--- config.mk ---
export PLATFORM = sky130hd
export DESIGN_NAME = afu
export DESIGN_NICKNAME = d
export VERILOG_FILES = /design/src/rtl/afu_pkg.sv /design/src/rtl/afu.sv /design/src/rtl/afu_csr_ctrl.sv /design/src/rtl/afu_dfh_rom.sv /design/src/rtl/afu_intr_gen.sv /design/src/rtl/afu_mmio_rsp.sv
export SDC_FILE = /design/constraint.sdc
export NUM_CORES = 1
export LEC_CHECK = 0
export ABC_AREA = 1
export BUFFER_PORTS_ARGS = -buffer_cell sky130_fd_sc_hd__buf_2
export CORE_AREA = 4 4 299 301
export CTS_BUF_LIST = sky130_fd_sc_hd__clkbuf_8
export CTS_CLUSTER_DIAMETER = 200
export DETAILED_ROUTE_END_ITERATION = 7
export DIE_AREA = 0 0 303 305
export PLACE_DENSITY = 0.39
export SYNTH_ARGS = -nofsm -noshare
export SYNTH_HDL_FRONTEND = slang
export SYNTH_SLANG_ARGS = --single-unit
export TNS_END_PERCENT = 50
--- constraint.sdc ---
create_clock -name Clk_400 -period 1.75 [get_ports Clk_400]
set_input_delay 0.175 -clock Clk_400 [delete_from_list [all_inputs] [get_ports Clk_400]]
set_output_delay 0.175 -clock Clk_400 [all_outputs]
set_load 0.02 [all_outputs]
--- src/rtl/afu_pkg.sv ---
// channel widths, vector types, header and port structs, CSR address map
package afu_pkg;

    // ******************************
    // widths
    // ******************************
    localparam int MMIO_ADDR_W = 16;    // mmio word address
    localparam int CCIP_TID_W  = 9;     // host transaction id
    localparam int CSR_DATA_W  = 64;    // one mmio data word
    localparam int C1_HDR_W    = 80;    // c1 tx header
    localparam int C1_DATA_W   = 512;   // c1 tx data, one cache line

    // plain vector types
    typedef logic [MMIO_ADDR_W-1:0] t_mmio_addr;
    typedef logic [CCIP_TID_W-1:0]  t_ccip_tid;
    typedef logic [CSR_DATA_W-1:0]  t_csr_data;
    typedef logic [1:0]             t_intr_id;     // user interrupt 0..3
    typedef logic [1:0]             t_ccip_vc;     // virtual channel
    typedef logic [3:0]             t_req_type;    // c1 request code
    typedef logic [1:0]             t_dfh_sel;     // header word index

    // header word indices
    localparam t_dfh_sel DFH_SEL_HDR  = 2'd0;  // feature header
    localparam t_dfh_sel DFH_SEL_ID_L = 2'd1;  // afu id [63:0]
    localparam t_dfh_sel DFH_SEL_ID_H = 2'd2;  // afu id [127:64]
    localparam t_dfh_sel DFH_SEL_ZERO = 2'd3;  // next afu and reserved

    // ******************************
    // headers
    // ******************************
    // mmio request header as seen on c0 rx
    typedef struct packed {
        t_mmio_addr address;    // word address
        logic [1:0] length;     // access size, unused here
        logic       rsvd;
        t_ccip_tid  tid;        // echoed back on c2
    } t_mmio_req_hdr;           // 28 bits

    // interrupt request header, padded to the full c1 header width
    typedef struct packed {
        t_ccip_vc    vc_sel;    // always channel 0
        logic [9:0]  rsvd1;
        t_req_type   req_type;  // REQ_INTR
        logic [61:0] rsvd0;
        t_intr_id    id;        // which user interrupt
    } t_intr_req_hdr;           // 80 bits

    // ******************************
    // ports
    // ******************************
    typedef struct packed {
        t_mmio_req_hdr c0_hdr;
        t_csr_data     c0_data;        // write data
        logic          mmio_wr_valid;  // write strobe
        logic          mmio_rd_valid;  // read strobe
    } t_afu_rx;

    typedef struct packed {
        t_intr_req_hdr        hdr;
        logic [C1_DATA_W-1:0] data;    // interrupts carry no payload
        logic                 valid;
    } t_c1_tx;

    typedef struct packed {
        t_ccip_tid tid;
        t_csr_data data;
        logic      mmio_rd_valid;      // one cycle per response
    } t_c2_tx;

    typedef struct packed {
        t_c1_tx c1;
        t_c2_tx c2;
    } t_afu_tx;

    // ******************************
    // constants
    // ******************************
    localparam t_req_type REQ_INTR = 4'hc;   // interrupt request code

    localparam t_mmio_addr CSR_SCRATCH   = 16'h0020;  // scratch, r/w
    localparam t_mmio_addr CSR_INTR      = 16'h0028;  // w fires irq, r gives id
    localparam t_mmio_addr CSR_INTR_ID   = 16'h0030;  // w sets irq id
    localparam t_mmio_addr DFH_LAST_ADDR = 16'h0008;  // end of header block

endpackage

--- src/rtl/afu.sv ---
// interrupt afu top, csr control, header rom, c1 interrupt and c2 response
`timescale 1ns/100ps

module afu #(
    parameter afu_pkg::t_csr_data AFU_ID_H      = 64'h3f1c_a720_5d84_4e9b,
    parameter afu_pkg::t_csr_data AFU_ID_L      = 64'hb06e_1d52_c9a3_7f18,
    parameter logic [3:0]         AFU_MAJOR_REV = 4'd1,
    parameter logic [3:0]         AFU_MINOR_REV = 4'd0
) (
    input  logic             Clk_400,   // core clock, host channel is synchronous to it
    input  logic             rst,       // sync, active high
    input  afu_pkg::t_afu_rx rx,        // mmio requests from host
    output afu_pkg::t_afu_tx tx         // interrupts on c1, read data on c2
);
    import afu_pkg::*;

    // ******************************
    // internal nets
    // ******************************
    logic      intr_fire;
    t_intr_id  intr_id;
    t_dfh_sel  dfh_sel;
    logic      rd_req;
    t_ccip_tid rd_tid;
    logic      rd_from_dfh;
    t_csr_data rd_csr_data;
    t_csr_data dfh_data;

    // address decode and registers
    afu_csr_ctrl u_csr_ctrl (
        .Clk_400     (Clk_400),
        .rst         (rst),
        .rx          (rx),
        .intr_fire   (intr_fire),
        .intr_id     (intr_id),
        .dfh_sel     (dfh_sel),
        .rd_req      (rd_req),
        .rd_tid      (rd_tid),
        .rd_from_dfh (rd_from_dfh),
        .rd_csr_data (rd_csr_data)
    );

    afu_dfh_rom #(
        .AFU_ID_H      (AFU_ID_H),
        .AFU_ID_L      (AFU_ID_L),
        .AFU_MAJOR_REV (AFU_MAJOR_REV),
        .AFU_MINOR_REV (AFU_MINOR_REV)
    ) u_dfh_rom (
        .dfh_sel  (dfh_sel),
        .dfh_data (dfh_data)
    );

    afu_intr_gen u_intr_gen (
        .Clk_400   (Clk_400),
        .rst       (rst),
        .intr_fire (intr_fire),
        .intr_id   (intr_id),
        .c1_tx     (tx.c1)      // c1 tx channel
    );

    afu_mmio_rsp u_mmio_rsp (
        .Clk_400     (Clk_400),
        .rst         (rst),
        .rd_req      (rd_req),
        .rd_tid      (rd_tid),
        .rd_from_dfh (rd_from_dfh),
        .rd_csr_data (rd_csr_data),
        .dfh_data    (dfh_data),
        .c2_tx       (tx.c2)    // c2 mmio response channel
    );

endmodule

--- src/rtl/afu_csr_ctrl.sv ---
// mmio write and read decode, scratch and interrupt id registers
`timescale 1ns/100ps

module afu_csr_ctrl (
    input  logic                Clk_400,
    input  logic                rst,
    input  afu_pkg::t_afu_rx    rx,
    output logic                intr_fire,   // one cycle strobe to intr gen
    output afu_pkg::t_intr_id   intr_id,     // held id, level
    output afu_pkg::t_dfh_sel   dfh_sel,     // header word for the rom
    output logic                rd_req,      // read strobe to response stage
    output afu_pkg::t_ccip_tid  rd_tid,
    output logic                rd_from_dfh, // take rom word, not csr word
    output afu_pkg::t_csr_data  rd_csr_data
);
    import afu_pkg::*;

    t_mmio_addr addr;       // shared by reads and writes
    t_csr_data  scratch;    // host scratch register
    logic       wr_scratch; // write decodes
    logic       wr_intr_id;
    logic       in_hdr;     // address falls on a header word

    assign addr = rx.c0_hdr.address;

    // ******************************
    // write decode
    // ******************************
    assign wr_scratch = rx.mmio_wr_valid && (addr == CSR_SCRATCH);
    assign wr_intr_id = rx.mmio_wr_valid && (addr == CSR_INTR_ID);
    assign intr_fire  = rx.mmio_wr_valid && (addr == CSR_INTR);  // no storage

    always_ff @(posedge Clk_400) begin
        if (rst) begin
            scratch <= '0;
            intr_id <= '0;
        end else begin
            if (wr_scratch)
                scratch <= rx.c0_data;
            if (wr_intr_id)
                intr_id <= rx.c0_data[1:0];  // upper data bits ignored
        end
    end

    // ******************************
    // read decode
    // ******************************
    // header block sits on even words 0x00..0x08
    assign in_hdr = (addr <= DFH_LAST_ADDR) && !addr[0];

    // word index into the rom, 0x06 and 0x08 both map to zero
    always_comb begin
        if (addr[3:1] >= 3'd3)
            dfh_sel = DFH_SEL_ZERO;
        else
            dfh_sel = t_dfh_sel'(addr[2:1]);   // 0x00 hdr, 0x02 id l, 0x04 id h
    end

    // csr word, zero for anything unmapped
    always_comb begin
        case (addr)
            CSR_SCRATCH: rd_csr_data = scratch;
            CSR_INTR:    rd_csr_data = {{(CSR_DATA_W-2){1'b0}}, intr_id};
            default:     rd_csr_data = '0;
        endcase
    end

    assign rd_from_dfh = in_hdr;             // meaningful with rd_req only
    assign rd_req      = rx.mmio_rd_valid;
    assign rd_tid      = rx.c0_hdr.tid;      // passed through for the echo

endmodule

--- src/rtl/afu_dfh_rom.sv ---
// device feature header and afu id words, selected by word index
`timescale 1ns/100ps

module afu_dfh_rom #(
    parameter afu_pkg::t_csr_data AFU_ID_H      = 64'h3f1c_a720_5d84_4e9b,
    parameter afu_pkg::t_csr_data AFU_ID_L      = 64'hb06e_1d52_c9a3_7f18,
    parameter logic [3:0]         AFU_MAJOR_REV = 4'd1,
    parameter logic [3:0]         AFU_MINOR_REV = 4'd0
) (
    input  afu_pkg::t_dfh_sel  dfh_sel,
    output afu_pkg::t_csr_data dfh_data
);
    import afu_pkg::*;

    t_csr_data dfh_word;

    // ******************************
    // feature header layout
    // ******************************
    assign dfh_word = {
        4'h1,            // [63:60] feature type afu
        AFU_MINOR_REV,   // [59:56] minor rev
        15'b0,           // [55:41] reserved
        1'b1,            // [40]    end of list, single feature
        24'b0,           // [39:16] next dfh offset
        AFU_MAJOR_REV,   // [15:12] major rev
        12'b0            // [11:0]  feature id
    };

    // word select
    always_comb begin
        case (dfh_sel)
            DFH_SEL_HDR:  dfh_data = dfh_word;
            DFH_SEL_ID_L: dfh_data = AFU_ID_L;   // low half first in the map
            DFH_SEL_ID_H: dfh_data = AFU_ID_H;
            default:      dfh_data = '0;          // next afu, reserved
        endcase
    end

endmodule

--- src/rtl/afu_intr_gen.sv ---
// c1 interrupt request packet builder and output register
`timescale 1ns/100ps

module afu_intr_gen (
    input  logic              Clk_400,
    input  logic              rst,
    input  logic              intr_fire,  // from csr write decode
    input  afu_pkg::t_intr_id intr_id,    // value held before the edge
    output afu_pkg::t_c1_tx   c1_tx
);
    import afu_pkg::*;

    t_intr_req_hdr intr_hdr;   // combinational header
    t_c1_tx        intr_pkt;   // full packet ahead of the register

    // ******************************
    // header and packet
    // ******************************
    always_comb begin
        intr_hdr          = '0;         // reserved fields stay zero
        intr_hdr.vc_sel   = t_ccip_vc'(0);  // channel 0 only
        intr_hdr.req_type = REQ_INTR;
        intr_hdr.id       = intr_id;
    end

    always_comb begin
        intr_pkt       = '0;
        intr_pkt.hdr   = intr_hdr;
        intr_pkt.data  = '0;            // no payload for interrupts
        intr_pkt.valid = 1'b1;
    end

    // ******************************
    // output stage
    // ******************************
    // one valid cycle per strobe, channel cleared otherwise
    always_ff @(posedge Clk_400) begin
        if (rst) begin
            c1_tx <= '0;
        end else if (intr_fire) begin
            c1_tx <= intr_pkt;
        end else begin
            c1_tx <= '0;                // hdr and data zero between requests
        end
    end

endmodule

--- src/rtl/afu_mmio_rsp.sv ---
// c2 mmio read response register, header or csr data select
`timescale 1ns/100ps

module afu_mmio_rsp (
    input  logic               Clk_400,
    input  logic               rst,
    input  logic               rd_req,       // read strobe
    input  afu_pkg::t_ccip_tid rd_tid,       // tid to echo
    input  logic               rd_from_dfh,  // pick rom word
    input  afu_pkg::t_csr_data rd_csr_data,  // csr word from ctrl
    input  afu_pkg::t_csr_data dfh_data,     // rom word
    output afu_pkg::t_c2_tx    c2_tx
);
    import afu_pkg::*;

    t_csr_data rsp_data;    // selected word ahead of the register

    // ******************************
    // data select
    // ******************************
    assign rsp_data = rd_from_dfh ? dfh_data : rd_csr_data;

    // ******************************
    // response stage
    // ******************************
    // valid pulses for one cycle per strobe
    always_ff @(posedge Clk_400) begin
        if (rst)
            c2_tx.mmio_rd_valid <= 1'b0;
        else
            c2_tx.mmio_rd_valid <= rd_req;  // back to back reads pass straight through
    end

    // data and tid hold between responses
    always_ff @(posedge Clk_400) begin
        if (rst) begin
            c2_tx.tid  <= '0;
            c2_tx.data <= '0;
        end else if (rd_req) begin
            c2_tx.tid  <= rd_tid;
            c2_tx.data <= rsp_data;
        end
    end

endmodule

==> impl_results.md, run 1 <==
* Status: finished clean
* RSZ-0062 raised after global routing: no
* Commonest cells after routing, fill and taps aside: 588 x conb_1, 185 x nand2_1, 169 x buf_2
* Final Instance Area at 11,900 sq um
* Area share of the largest cell type after synthesis at 41.6%
* Leak pwr at 0.00584 uW
* Worst-Skew Late Latency at 0.49 ns
* Pint at 4840 uW
* Number of filler cells placed in the layout at 10,100
* Comb pwr share at 24.2%
* First-pass GRT wire length at 40.6 mm
* Hold Crit Class: in2reg
* Top post-synthesis cells by area: buf_4 42%, dfxtp_1 27%, nand2_1 6.5%
* Global route overflow at 0
* Fin crit period at 1.64 ns
* Most common cell after layout, fill and taps aside: conb_1
* Cts bufs inserted at 17
* Post-route setup slack at 0.108 ns
* Pin count of the biggest net entering global routing at 85
* Critical path type: in2reg
* Dpl ws at -0.00698 ns
* Drt initial violations at 330
* Placer Congestion at 0.674
* Die Footprint at 92,400 sq um
* Post-Syn Area at 10,700 sq um
* Maximum vdd drop at 424 uV
* Yosys reg bits at 143
* Synthesis Warnings at 0
* Vias per cell at 2.59
* DR WL/cell at 10.4 um
* Row count at 108
* Critical Path RT at 2.13 ns
* Final period util at 93.8%
* CTS tree: built
* Layout area overhead at 12.0%
* Remaining DRCs at 0
* Initial DRT Pass Iterations at 4
* IO Pins at 763
* PwrDens at 668 nW/um^2
* Clk slew on worst S/H paths at 0.09 ns
* H-tree depth at 4
* Sequential fraction of design power at 42.0%
* Vias in the first global route at 6,318
* Slew Limit Fails at 0
* Total wire length at 29.2 mm
* Final nets at 1,741
* Synth Area per Inst at 7.59 sq um
* Switching share of total power at 39.3%
* CTS max path bufs at 2
* Tot GR Track Use at 5.83%
* Multi-input gate area at 5010 sq um
* Final hold violations at 0
* Clock Power Share at 33.8%
* Antenna-violating nets left at 0
* Register Area at 2860 sq um
* DP HPWL at 22.4 mm
* Layout cells sized above 1 at 22.2%
* F_max at 609 MHz
* Final setup fails at 0
* Cell Area, Placed at 10,800 sq um
* Total core area at 86,600 sq um
* Switch Pwr at 3130 uW
* Tightest Pin Transition at 0.542 ns
* Initial core utilization at 12.3%
* Layout Skew at 0.0114 ns
* Max_cap viols at 0
* Die W at 303 um
* Slew HR at 63.9%
* Root Driver: clkbuf_8
* Crit end category: flop
* Via count at 7,296
* Clock sink count at 143
* Post-Synthesis Cells at 1,404
* Vert. Die Dim at 305 um
* Netlist cell types at 27
* Sequential element share of the synthesized area at 26.9%
* CP Launch Type: input port
* Number of I/O port buffers at 171
* CP max FO at 21
* Initial antenna violation count at 11
* Synth area leader: buf_4
* Crit path DAT at 2.02 ns
* Pwr Total at 7970 uW
cells in the mapped netlist, drive strengths merged:
master    n
a21oi    82
ha        3
conb      1
nand3    73
nand2   249
buf     616
nand3b    1
clkinv    2
nor3      4
nand4     1
clkbuf   26
inv      60
o21ai    11
nor2    132
dfxtp   143
worst max-delay path, stage by stage:
cell and delay, ns:
buf_2 0.11, nor2_1 0.12, nand2_2 0.13, nor2_8 0.15, nand2_2 0.12, nor2_4 0.24
inv_2 0.11, buf_12 0.17, nand2_1 0.08, a21oi_2 0.05, dlygate4sd3_1 0.54
cell families after synthesis:
group,after synthesis,synth area share [%]
compound gates,93,6.48
fa+ha+maj,3,0.352
buf+inv,704,46.8
flops,143,26.9
other cells,1,0.0352
simple gates,460,19.4
sequential cells by signal, indices dropped and copies added (netlist names):
| signal | count |
|---|---|
| u_csr_ctrl.intr_id | 2 |
| u_csr_ctrl.scratch | 64 |
| u_mmio_rsp.c2_tx | 74 |
| u_intr_gen.c1_tx | 3 |
cell type report:
cell class	instances	share of cell area, %
clock buffers	18	2.08
diodes	4	0.0839
clock inverters	14	1.11
inverters	62	1.95
flip-flops and latches	143	24.0
multi-input cells	1144	42.0
well taps	1155	12.1
repair buffers	274	16.7
power by group through the flow:
stage          registers [uW]  clock network [uW]  logic [uW]
2_1_floorplan            3510                   0        2360
3_3_place_gp             3420                   0        1770
3_5_place_dp             3430                   0        1760
4_1_cts                  3350                2900        1910
5_1_grt                  3360                2980        2110
6_report                 3350                2690        1930
through the flow:
stage / instances / TNS [ns] / utilization [%] / hold WS, ns
after floorplan: 1991 / 0 / - / 0.310
after global placement: 2702 / -0.00247 / 12.4 / 0.405
after detailed placement: 2702 / -0.0430 / 12.4 / 0.405
after CTS: 2809 / 0 / 13.7 / 0.0799
after global routing: 2813 / 0 / 13.8 / 0.121
final: 2814 / 0 / 13.8 / 0.159
worst paths after layout:
| check | end | depth (start not counted) | start | slack [ns] |
|---|---|---|---|---|
| worst max-delay path | u_csr_ctrl.scratch[16]$_SDFFE_PP0P_ | 11 | rx[92] | 0.11 |
| worst min-delay path | u_mmio_rsp.c2_tx[49]$_SDFFE_PP0P_ | 3 | rx[0] | 0.16 |
| worst max register to register | u_csr_ctrl.scratch[16]$_SDFFE_PP0P_ | 3 | u_csr_ctrl.scratch[16]$_SDFFE_PP0P_ | 0.65 |
| worst min register to register | u_csr_ctrl.scratch[13]$_SDFFE_PP0P_ | 2 | u_csr_ctrl.scratch[13]$_SDFFE_PP0P_ | 0.46 |
routing by layer:
metal | part of all wire (%) | GRT usage (%)
met5 | 0.33 | 0
met4 | 1.0 | 1.39
met3 | 11 | 2.63
met2 | 49 | 9.61
met1 | 39 | 6.91
repair_timing:
item,CTS,global route
endpoints found under the setup margin,0,1
gates resized for setup,0,1
hold buffers,75,0
endpoints found under the hold margin,78,0
buffers inserted,0,1
(Power assumes the default switching activity.)
==> run 2: changes to the inputs <==
Settings changed: RECOVER_POWER set to 25.
==> run 2 against run 1 <==
First-iteration DRC count decreased by 9.7%; count of clock-buffer cells in the layout unchanged; sequential power about the same; critical endpoint unchanged; highest routed layer unchanged.
==> impl_results.md, run 2 (synthesis gave the netlist of run 1 again) <==
* Crit path buf inv count at 4 (unchanged)
* DP HPWL at 22.4 mm (unchanged)
* Worst path cell trace: buf_2 > nor2_1 > nand2_2 > nor2_8 > nand2_2 > nor2_4 > inv_2 > buf_12 > nand2_1 > a21oi_2 > dlygate4sd3_1 (unchanged)
* Max FFs per register at 74 (unchanged)
* Vert. Die Dim at 305 um (unchanged)
* PwrDens at 670 nW/um^2 (was 668 nW/um^2)
* Slew HR at 47.2% (was 63.9%)
* IO Pins at 763 (unchanged)
* Status: finished clean (unchanged)
* Root Driver: clkbuf_8 (unchanged)
* Final hold violations at 0 (unchanged)
* Die Footprint at 92,400 sq um (unchanged)
* Final nets at 1,741 (unchanged)
* CP Launch Type: input port (unchanged)
* CTS tree: built (unchanged)
* Hold Crit Class: in2reg (unchanged)
* Row count at 108 (unchanged)
* Clk slew on worst S/H paths at 0.09 ns (about the same)
* Placer Congestion at 0.674 (unchanged)
* Cts bufs inserted at 17 (unchanged)
* Total wire length at 29.2 mm (about the same)
* Total core area at 86,600 sq um (unchanged)
* DR WL/cell at 10.4 um (about the same)
* Antenna-violating nets left at 0 (unchanged)
* Initial antenna violation count at 11 (unchanged)
* Drt initial violations at 298 (was 330)
* Tot GR Track Use at 5.83% (unchanged)
* Top flop regs: u_mmio_rsp.c2_tx x74, u_csr_ctrl.scratch x64, u_intr_gen.c1_tx x3 (unchanged)
* Critical path type: in2reg (unchanged)
* Largest register by flop count: u_mmio_rsp.c2_tx (unchanged)
* F_max at 611 MHz (was 609 MHz)
* Layout cells sized above 1 at 22.0% (was 22.2%)
* Worst-Skew Late Latency at 0.49 ns (about the same)
* Worst hold margin at 0.154 ns (was 0.159 ns)
* Dpl ws at -0.00698 ns (unchanged)
* Tightest Pin Transition at 0.791 ns (was 0.542 ns)
* Final setup fails at 0 (unchanged)
* TNS Setup at 0 ns (unchanged)
* Maximum vdd drop at 428 uV (was 424 uV)
* CTS max path bufs at 2 (unchanged)
* Initial DRT Pass Iterations at 4 (unchanged)
* Post-route setup slack at 0.112 ns (was 0.108 ns)
* Remaining DRCs at 0 (unchanged)
* First-pass GRT wire length at 40.6 mm (unchanged)
* Crit path DAT at 2.02 ns (about the same)
* Critical Path RT at 2.13 ns (about the same)
* Final core utilization at 13.7% (was 13.8%)
* RSZ-0062 raised after global routing: no (unchanged)
* Pin count of the biggest net entering global routing at 85 (unchanged)
* Vias in the first global route at 6,318 (unchanged)
* Layout Skew at 0.0118 ns (was 0.0114 ns)
* Global route overflow at 0 (unchanged)
* Initial core utilization at 12.3% (unchanged)
* Slew Limit Fails at 0 (unchanged)
* Critical Path Max Stage Delay at 0.54 ns (about the same)
* CP most frequent cell: nand2_2 (unchanged)
* Layout area overhead at 11.6% (was 12.0%)
* Fin crit period at 1.64 ns (about the same)
* Die W at 303 um (unchanged)
* CP max-delay cell: dlygate4sd3_1 (unchanged)
* Clock sink count at 143 (unchanged)
* Commonest cells after routing, fill and taps aside: 588 x conb_1, 185 x nand2_1, 169 x buf_2 (unchanged)
* Crit end category: flop (unchanged)
* Number of I/O port buffers at 171 (unchanged)
* Final period util at 93.6% (was 93.8%)
* CP max FO at 21 (unchanged)
* H-tree depth at 4 (unchanged)
* Vias per cell at 2.59 (about the same)
* Via count at 7,292 (was 7,296)
* Max_cap viols at 0 (unchanged)
* Most common cell after layout, fill and taps aside: conb_1 (unchanged)
* Top delay family on crit path: buffers and inverters (unchanged)
* Leak pwr at 0.00583 uW (was 0.00584 uW)
run 2: cell count changes in the layout (fill, tap and decap cells not counted), sizes merged:
cell / delta
buf: -2
clkbuf: +2
run 2: path summary, 6_finish.rpt:
path	slack, ns	to	cells past startpoint	from
worst max-delay path	0.11	u_csr_ctrl.scratch[16]$_SDFFE_PP0P_	11	rx[93]
worst min register to register	0.46	u_csr_ctrl.scratch[13]$_SDFFE_PP0P_	2	u_csr_ctrl.scratch[13]$_SDFFE_PP0P_
worst min-delay path	0.15	u_mmio_rsp.c2_tx[49]$_SDFFE_PP0P_	3	rx[0]
worst max register to register	0.65	u_csr_ctrl.scratch[16]$_SDFFE_PP0P_	3	u_csr_ctrl.scratch[16]$_SDFFE_PP0P_
run 2: area by class of cell:
type / instances / area (sq um)
multi-input combinational: 1144 / 5000
timing repair buffer: 274 / 1960
sequential: 143 / 2860
clock buffer: 18 / 248
antenna: 4 / 10.0
clock inverter: 14 / 133
inverter: 62 / 233
tap: 1155 / 1450
fill: 10100 / 74700
run 2: worst reg2reg max path: stages, from the launching register on:
cell           delay [ns]
dfxtp_1              0.33
nand2_1              0.07
a21oi_2              0.11
dlygate4sd3_1        0.54
run 2: through the flow:
step	instances	power (uW)	cell area, sq um
6_report	2814	7970	11900
5_1_grt	2813	8440	11900
4_1_cts	2809	8160	11900
3_5_place_dp	2702	5190	10800
3_3_place_gp	2702	5190	10800
2_1_floorplan	1991	5870	12900
run 2: routing by layer:
layer / part of all wire (%) / wire length (um) / global-route usage, %
met5: 0.33 / 97 / 0
met3: 11 / 3120 / 2.63
met1: 39 / 11300 / 6.91
met2: 49 / 14400 / 9.61
met4: 1.0 / 292 / 1.39
run 2: what timing repair did:
item,in CTS,in global routing
endpoints found under the hold margin,78,0
endpoints found under the setup margin,0,1
hold buffers,75,0
buffers inserted,0,1
resized for setup,0,1
run 2: power breakdown:
group	total [uW]	switching, uW	internal [uW]
logic	1930	1590	336
clock network	2700	1510	1180
registers	3350	29.5	3320
==> run 3: changes to the inputs <==
Settings changed: CORE_AREA 4 4 299 301 to 4 4 297 299, DIE_AREA 0 0 303 305 to 0 0 301 303, PLACE_DENSITY 0.39 to 0.41, REMOVE_ABC_BUFFERS set to 1, SYNTH_HIERARCHICAL set to 1.
==> run 3 against run 2 <==
Critical path depth shrank 2; final cell count grew 12%; via count grew 15%; worst hold slack lost 0.019 ns; synthesized cell count grew 27%; die area shrank 1.3%; routed wire length grew 9.2%; flip-flop and latch count is the same; clock skew grew 0.0082 ns; register-to-register slack gained 0.17 ns; critical endpoint is now u_csr_ctrl/scratch[59]$_SDFFE_PP0P_; largest power group unchanged.
==> impl_results.md, run 3 <==
* Status: finished clean (unchanged)
* Async S/R FF share, synth at 0% (unchanged)
* Met1 Usage GRT at 7.79% (was 6.91%)
* Initial antenna violation count at 1 (was 11)
* GR met2 Demand/Resource at 10.5% (was 9.61%)
* Clock sink count at 143 (unchanged)
* DP HPWL at 23.8 mm (was 22.4 mm)
* Remaining DRCs at 0 (unchanged)
* Max FFs per register at 74 (unchanged)
* Sequential fraction of design power at 40.1% (was 42.0%)
* Slew Limit Fails at 0 (unchanged)
* Area share of the largest cell type after synthesis at 42.0% (was 41.6%)
* Fin crit period at 1.53 ns (was 1.64 ns)
* Maximum vdd drop at 494 uV (was 428 uV)
* Synth top cells by count: 660 x buf_4, 419 x nor2_1, 266 x nand2_1 (was 590 x buf_4, 185 x nand2_1, 143 x dfxtp_1)
* Most common cell after layout, fill and taps aside: conb_1 (unchanged)
* Critical Path RT at 2.20 ns (was 2.13 ns)
* Top post-synthesis cells by area: buf_4 42%, dfxtp_1 24%, nor2_1 13% (was buf_4 42%, dfxtp_1 27%, nand2_1 6.5%)
* Worst hold margin at 0.135 ns (was 0.154 ns)
* Worst R2R Path Depth at 6 (was 3)
* DR WL/cell at 10.1 um (was 10.4 um)
* Layout cells sized above 1 at 13.1% (was 22.0%)
* Yosys reg bits at 143 (unchanged)
* Switch Pwr at 3370 uW (was 3130 uW)
* Sequential element share of the synthesized area at 24.3% (was 26.9%)
* CP most frequent cell: nor2_1 (was nand2_2)
* Drt initial violations at 209 (was 298)
* Final setup fails at 0 (unchanged)
* Pint at 5050 uW (was 4840 uW)
* Via count at 8,418 (was 7,292)
* Crit end category: flop (unchanged)
* Leak pwr at 0.00680 uW (was 0.00583 uW)
* Max_cap viols at 0 (unchanged)
* Placer Congestion at 0.691 (was 0.674)
* Setup crit end: u_csr_ctrl/scratch[59]$_SDFFE_PP0P_ (was u_csr_ctrl.scratch[16]$_SDFFE_PP0P_)
* Most used DFF post-synth: dfxtp_1 (unchanged)
* Clock Power Share at 36.2% (was 33.8%)
* Final Instance Area at 12,800 sq um (was 11,900 sq um)
* Pwr Total at 8420 uW (was 7970 uW)
* Crit. Startpoint: rx[1] (was rx[93])
* Slew HR at 53.3% (was 47.2%)
* Vert. Die Dim at 303 um (was 305 um)
* Final core utilization at 15.0% (was 13.7%)
* Worst-Skew Late Latency at 0.56 ns (was 0.49 ns)
* Commonest cells after routing, fill and taps aside: 605 x conb_1, 420 x nor2_1, 265 x nand2_1 (was 588 x conb_1, 185 x nand2_1, 169 x buf_2)
* Synth area leader: buf_4 (unchanged)
* Crit path buf inv count at 5 (was 4)
* Die W at 301 um (was 303 um)
* Total wire length at 31.9 mm (was 29.2 mm)
* CP Launch Type: input port (unchanged)
* CTS max path bufs at 2 (unchanged)
* Tightest Pin Transition at 0.700 ns (was 0.791 ns)
* F_max at 652 MHz (was 611 MHz)
* Final nets at 2,088 (was 1,741)
* Layout Skew at 0.0200 ns (was 0.0118 ns)
* Global route overflow at 0 (unchanged)
* Post-Synthesis Cells at 1,788 (was 1,404)
* R2r setup slk at 0.82 ns (was 0.65 ns)
* Gr busiest metal: met2 (unchanged)
* Register Area at 2860 sq um (unchanged)
* Final period util at 87.6% (was 93.6%)
* Top flop regs: u_mmio_rsp/c2_tx x74, u_csr_ctrl/scratch x64, u_intr_gen/c1_tx x3 (was u_mmio_rsp.c2_tx x74, u_csr_ctrl.scratch x64, u_intr_gen.c1_tx x3)
* Post-synth EDFFs at 0 (unchanged)
* Multi-input gate area at 5380 sq um (was 5000 sq um)
* Worst path cell trace: dlygate4sd3_1 > buf_2 > inv_1 > nor2_1 > nand3_4 > clkbuf_4 > buf_4 > nor2_1 > nor2_1 (was buf_2 > nor2_1 > nand2_2 > nor2_8 > nand2_2 > nor2_4 > inv_2 > buf_12 > nand2_1 > a21oi_2 > dlygate4sd3_1)
* RSZ-0062 raised after global routing: no (unchanged)
* Root Driver: clkbuf_8 (unchanged)
* IO Pins at 763 (unchanged)
* Initial DRT Pass Iterations at 4 (unchanged)
* Final hold violations at 0 (unchanged)
* Layout area overhead at 8.33% (was 11.6%)
* Largest register by flop count: u_mmio_rsp/c2_tx (was u_mmio_rsp.c2_tx)
* Vias in the first global route at 7,262 (was 6,318)
* Switching share of total power at 40.0% (was 39.3%)
* CP max-delay cell: dlygate4sd3_1 (unchanged)
* Cell Area, Placed at 11,700 sq um (was 10,800 sq um)
* Post-CTS sizing at 0 (unchanged)
* Synthesis Warnings at 6 (was 0)
* Number of filler cells placed in the layout at 9,947 (was 10,100)
* Die Footprint at 91,200 sq um (was 92,400 sq um)
* Pin count of the biggest net entering global routing at 74 (was 85)
* Critical path type: in2reg (unchanged)
* CP max FO at 32 (was 21)
* PwrDens at 658 nW/um^2 (was 670 nW/um^2)
* CP Depth at 9 (was 11)
* Number of I/O port buffers at 171 (unchanged)
* Synth Area per Inst at 6.60 sq um (was 7.59 sq um)
* Cts bufs inserted at 17 (unchanged)
* Crit path DAT at 1.98 ns (was 2.02 ns)
* Post-Syn Area at 11,800 sq um (was 10,700 sq um)
* Met3 usage at 2.50% (was 2.63%)
* Total core area at 85,100 sq um (was 86,600 sq um)
* CTS tree: built (unchanged)
* Top delay family on crit path: buffers and inverters (unchanged)
* Most numerous cell in the Yosys netlist: buf_4 (unchanged)
* Worst R2R End: u_mmio_rsp/c2_tx[2]$_SDFFE_PP0P_ (was u_csr_ctrl.scratch[16]$_SDFFE_PP0P_)
* Tot GR Track Use at 6.48% (was 5.83%)
* Row count at 107 (was 108)
* Critical Path Max Stage Delay at 0.52 ns (was 0.54 ns)
* First-pass GRT wire length at 43.5 mm (was 40.6 mm)
* Netlist cell types at 23 (was 27)
* H-tree depth at 4 (unchanged)
* Launching point of the worst reg2reg path: u_csr_ctrl/intr_id[1]$_SDFFE_PP0P_ (was u_csr_ctrl.scratch[16]$_SDFFE_PP0P_)
* Clk slew on worst S/H paths at 0.10 ns (was 0.09 ns)
* Antenna-violating nets left at 0 (unchanged)
* Initial core utilization at 13.9% (was 12.3%)
* Hold Crit Class: in2reg (unchanged)
* Vias per cell at 2.68 (was 2.59)
* Comb pwr share at 23.7% (was 24.2%)
==> run 3: cell types whose count changed after synthesis, sizes merged, moves of 2 or more <==
cell	change
a21oi	-81
buf	+83
clkbuf	-3
ha	+2
inv	+83
nand2	+18
nand3	-69
nor2	+289
nor3	-2
o21ai	+62
o22ai	+2
==> run 3: cell families (layout without fill, tap and decap cells) <==
kind of cell	count (synthesis)	after routing	synth area share, %
flops	143	143	24.3
fa+ha+maj	5	5	0.530
simple gates	696	696	22.4
compound gates	76	76	3.24
other cells	2	607	0.0636
buf+inv	866	475	49.6
==> run 3: stage by stage <==
| stage | worst slack (ns) | setup TNS [ns] | std cells |
|---|---|---|---|
| floorplan | -3.79 | -277.50 | 1669 |
| global placement | 0.0350 | 0 | 3036 |
| detailed placement | 0.0421 | 0 | 3036 |
| CTS | 0.248 | 0 | 3144 |
| global route | 0.167 | 0 | 3144 |
| finish | 0.217 | 0 | 3146 |
==> run 3: layout make-up <==
class / instances / area share [%]
repair buffers: 299 / 16.8
multi-input cells: 1382 / 42.1
well taps: 1144 / 11.2
clock buffers: 18 / 1.94
clock inverters: 14 / 1.31
diodes: 2 / 0.0391
inverters: 144 / 4.25
flip-flops and latches: 143 / 22.4
==> run 3: metal layers <==
metal,routed length (um),share of wire (%)
met4,469,1.5
met2,15100,48
met3,2690,8.5
met1,13500,43
met5,0,0
==> run 3: power by group through the flow <==
stage	Combinational, uW	Clock [uW]	Sequential (uW)
after CTS	1990	3320	3380
after detailed placement	1840	0	3450
after global placement	1840	0	3450
after floorplan	1300	0	3560
final	2000	3050	3370
after global routing	2180	3400	3390
==> run 3: worst min-delay path by stage <==
| stage | cells past startpoint | to | from | slack, ns |
|---|---|---|---|---|
| 2_1_floorplan | 1 | u_mmio_rsp/c2_tx[0]$_SDFF_PP0_ | rst | 0.25 |
| 3_3_place_gp | 3 | u_csr_ctrl/scratch[30]$_SDFFE_PP0P_ | rx[32] | 0.40 |
| 3_5_place_dp | 3 | u_csr_ctrl/scratch[26]$_SDFFE_PP0P_ | rx[28] | 0.40 |
| 4_1_cts | 5 | u_csr_ctrl/intr_id[0]$_SDFFE_PP0P_ | rx[85] | 0.008 |
| 5_1_grt | 5 | u_csr_ctrl/intr_id[0]$_SDFFE_PP0P_ | rx[85] | 0.05 |
| 6_report | 5 | u_csr_ctrl/intr_id[1]$_SDFFE_PP0P_ | rx[85] | 0.13 |
==> run 3: repair_timing <==
action	in CTS	in global routing
endpoints found under the hold margin	86	0
buffers inserted	0	0
hold buffers	76	0
setup endpoints to repair	0	0
==> run 3: tightest hold or removal path, cell delays in order <==
cell,delay (ns)
buf_2,0.09
nor3_1,0.08
nand3_1,0.16
nor2_1,0.05
nor2_1,0.08
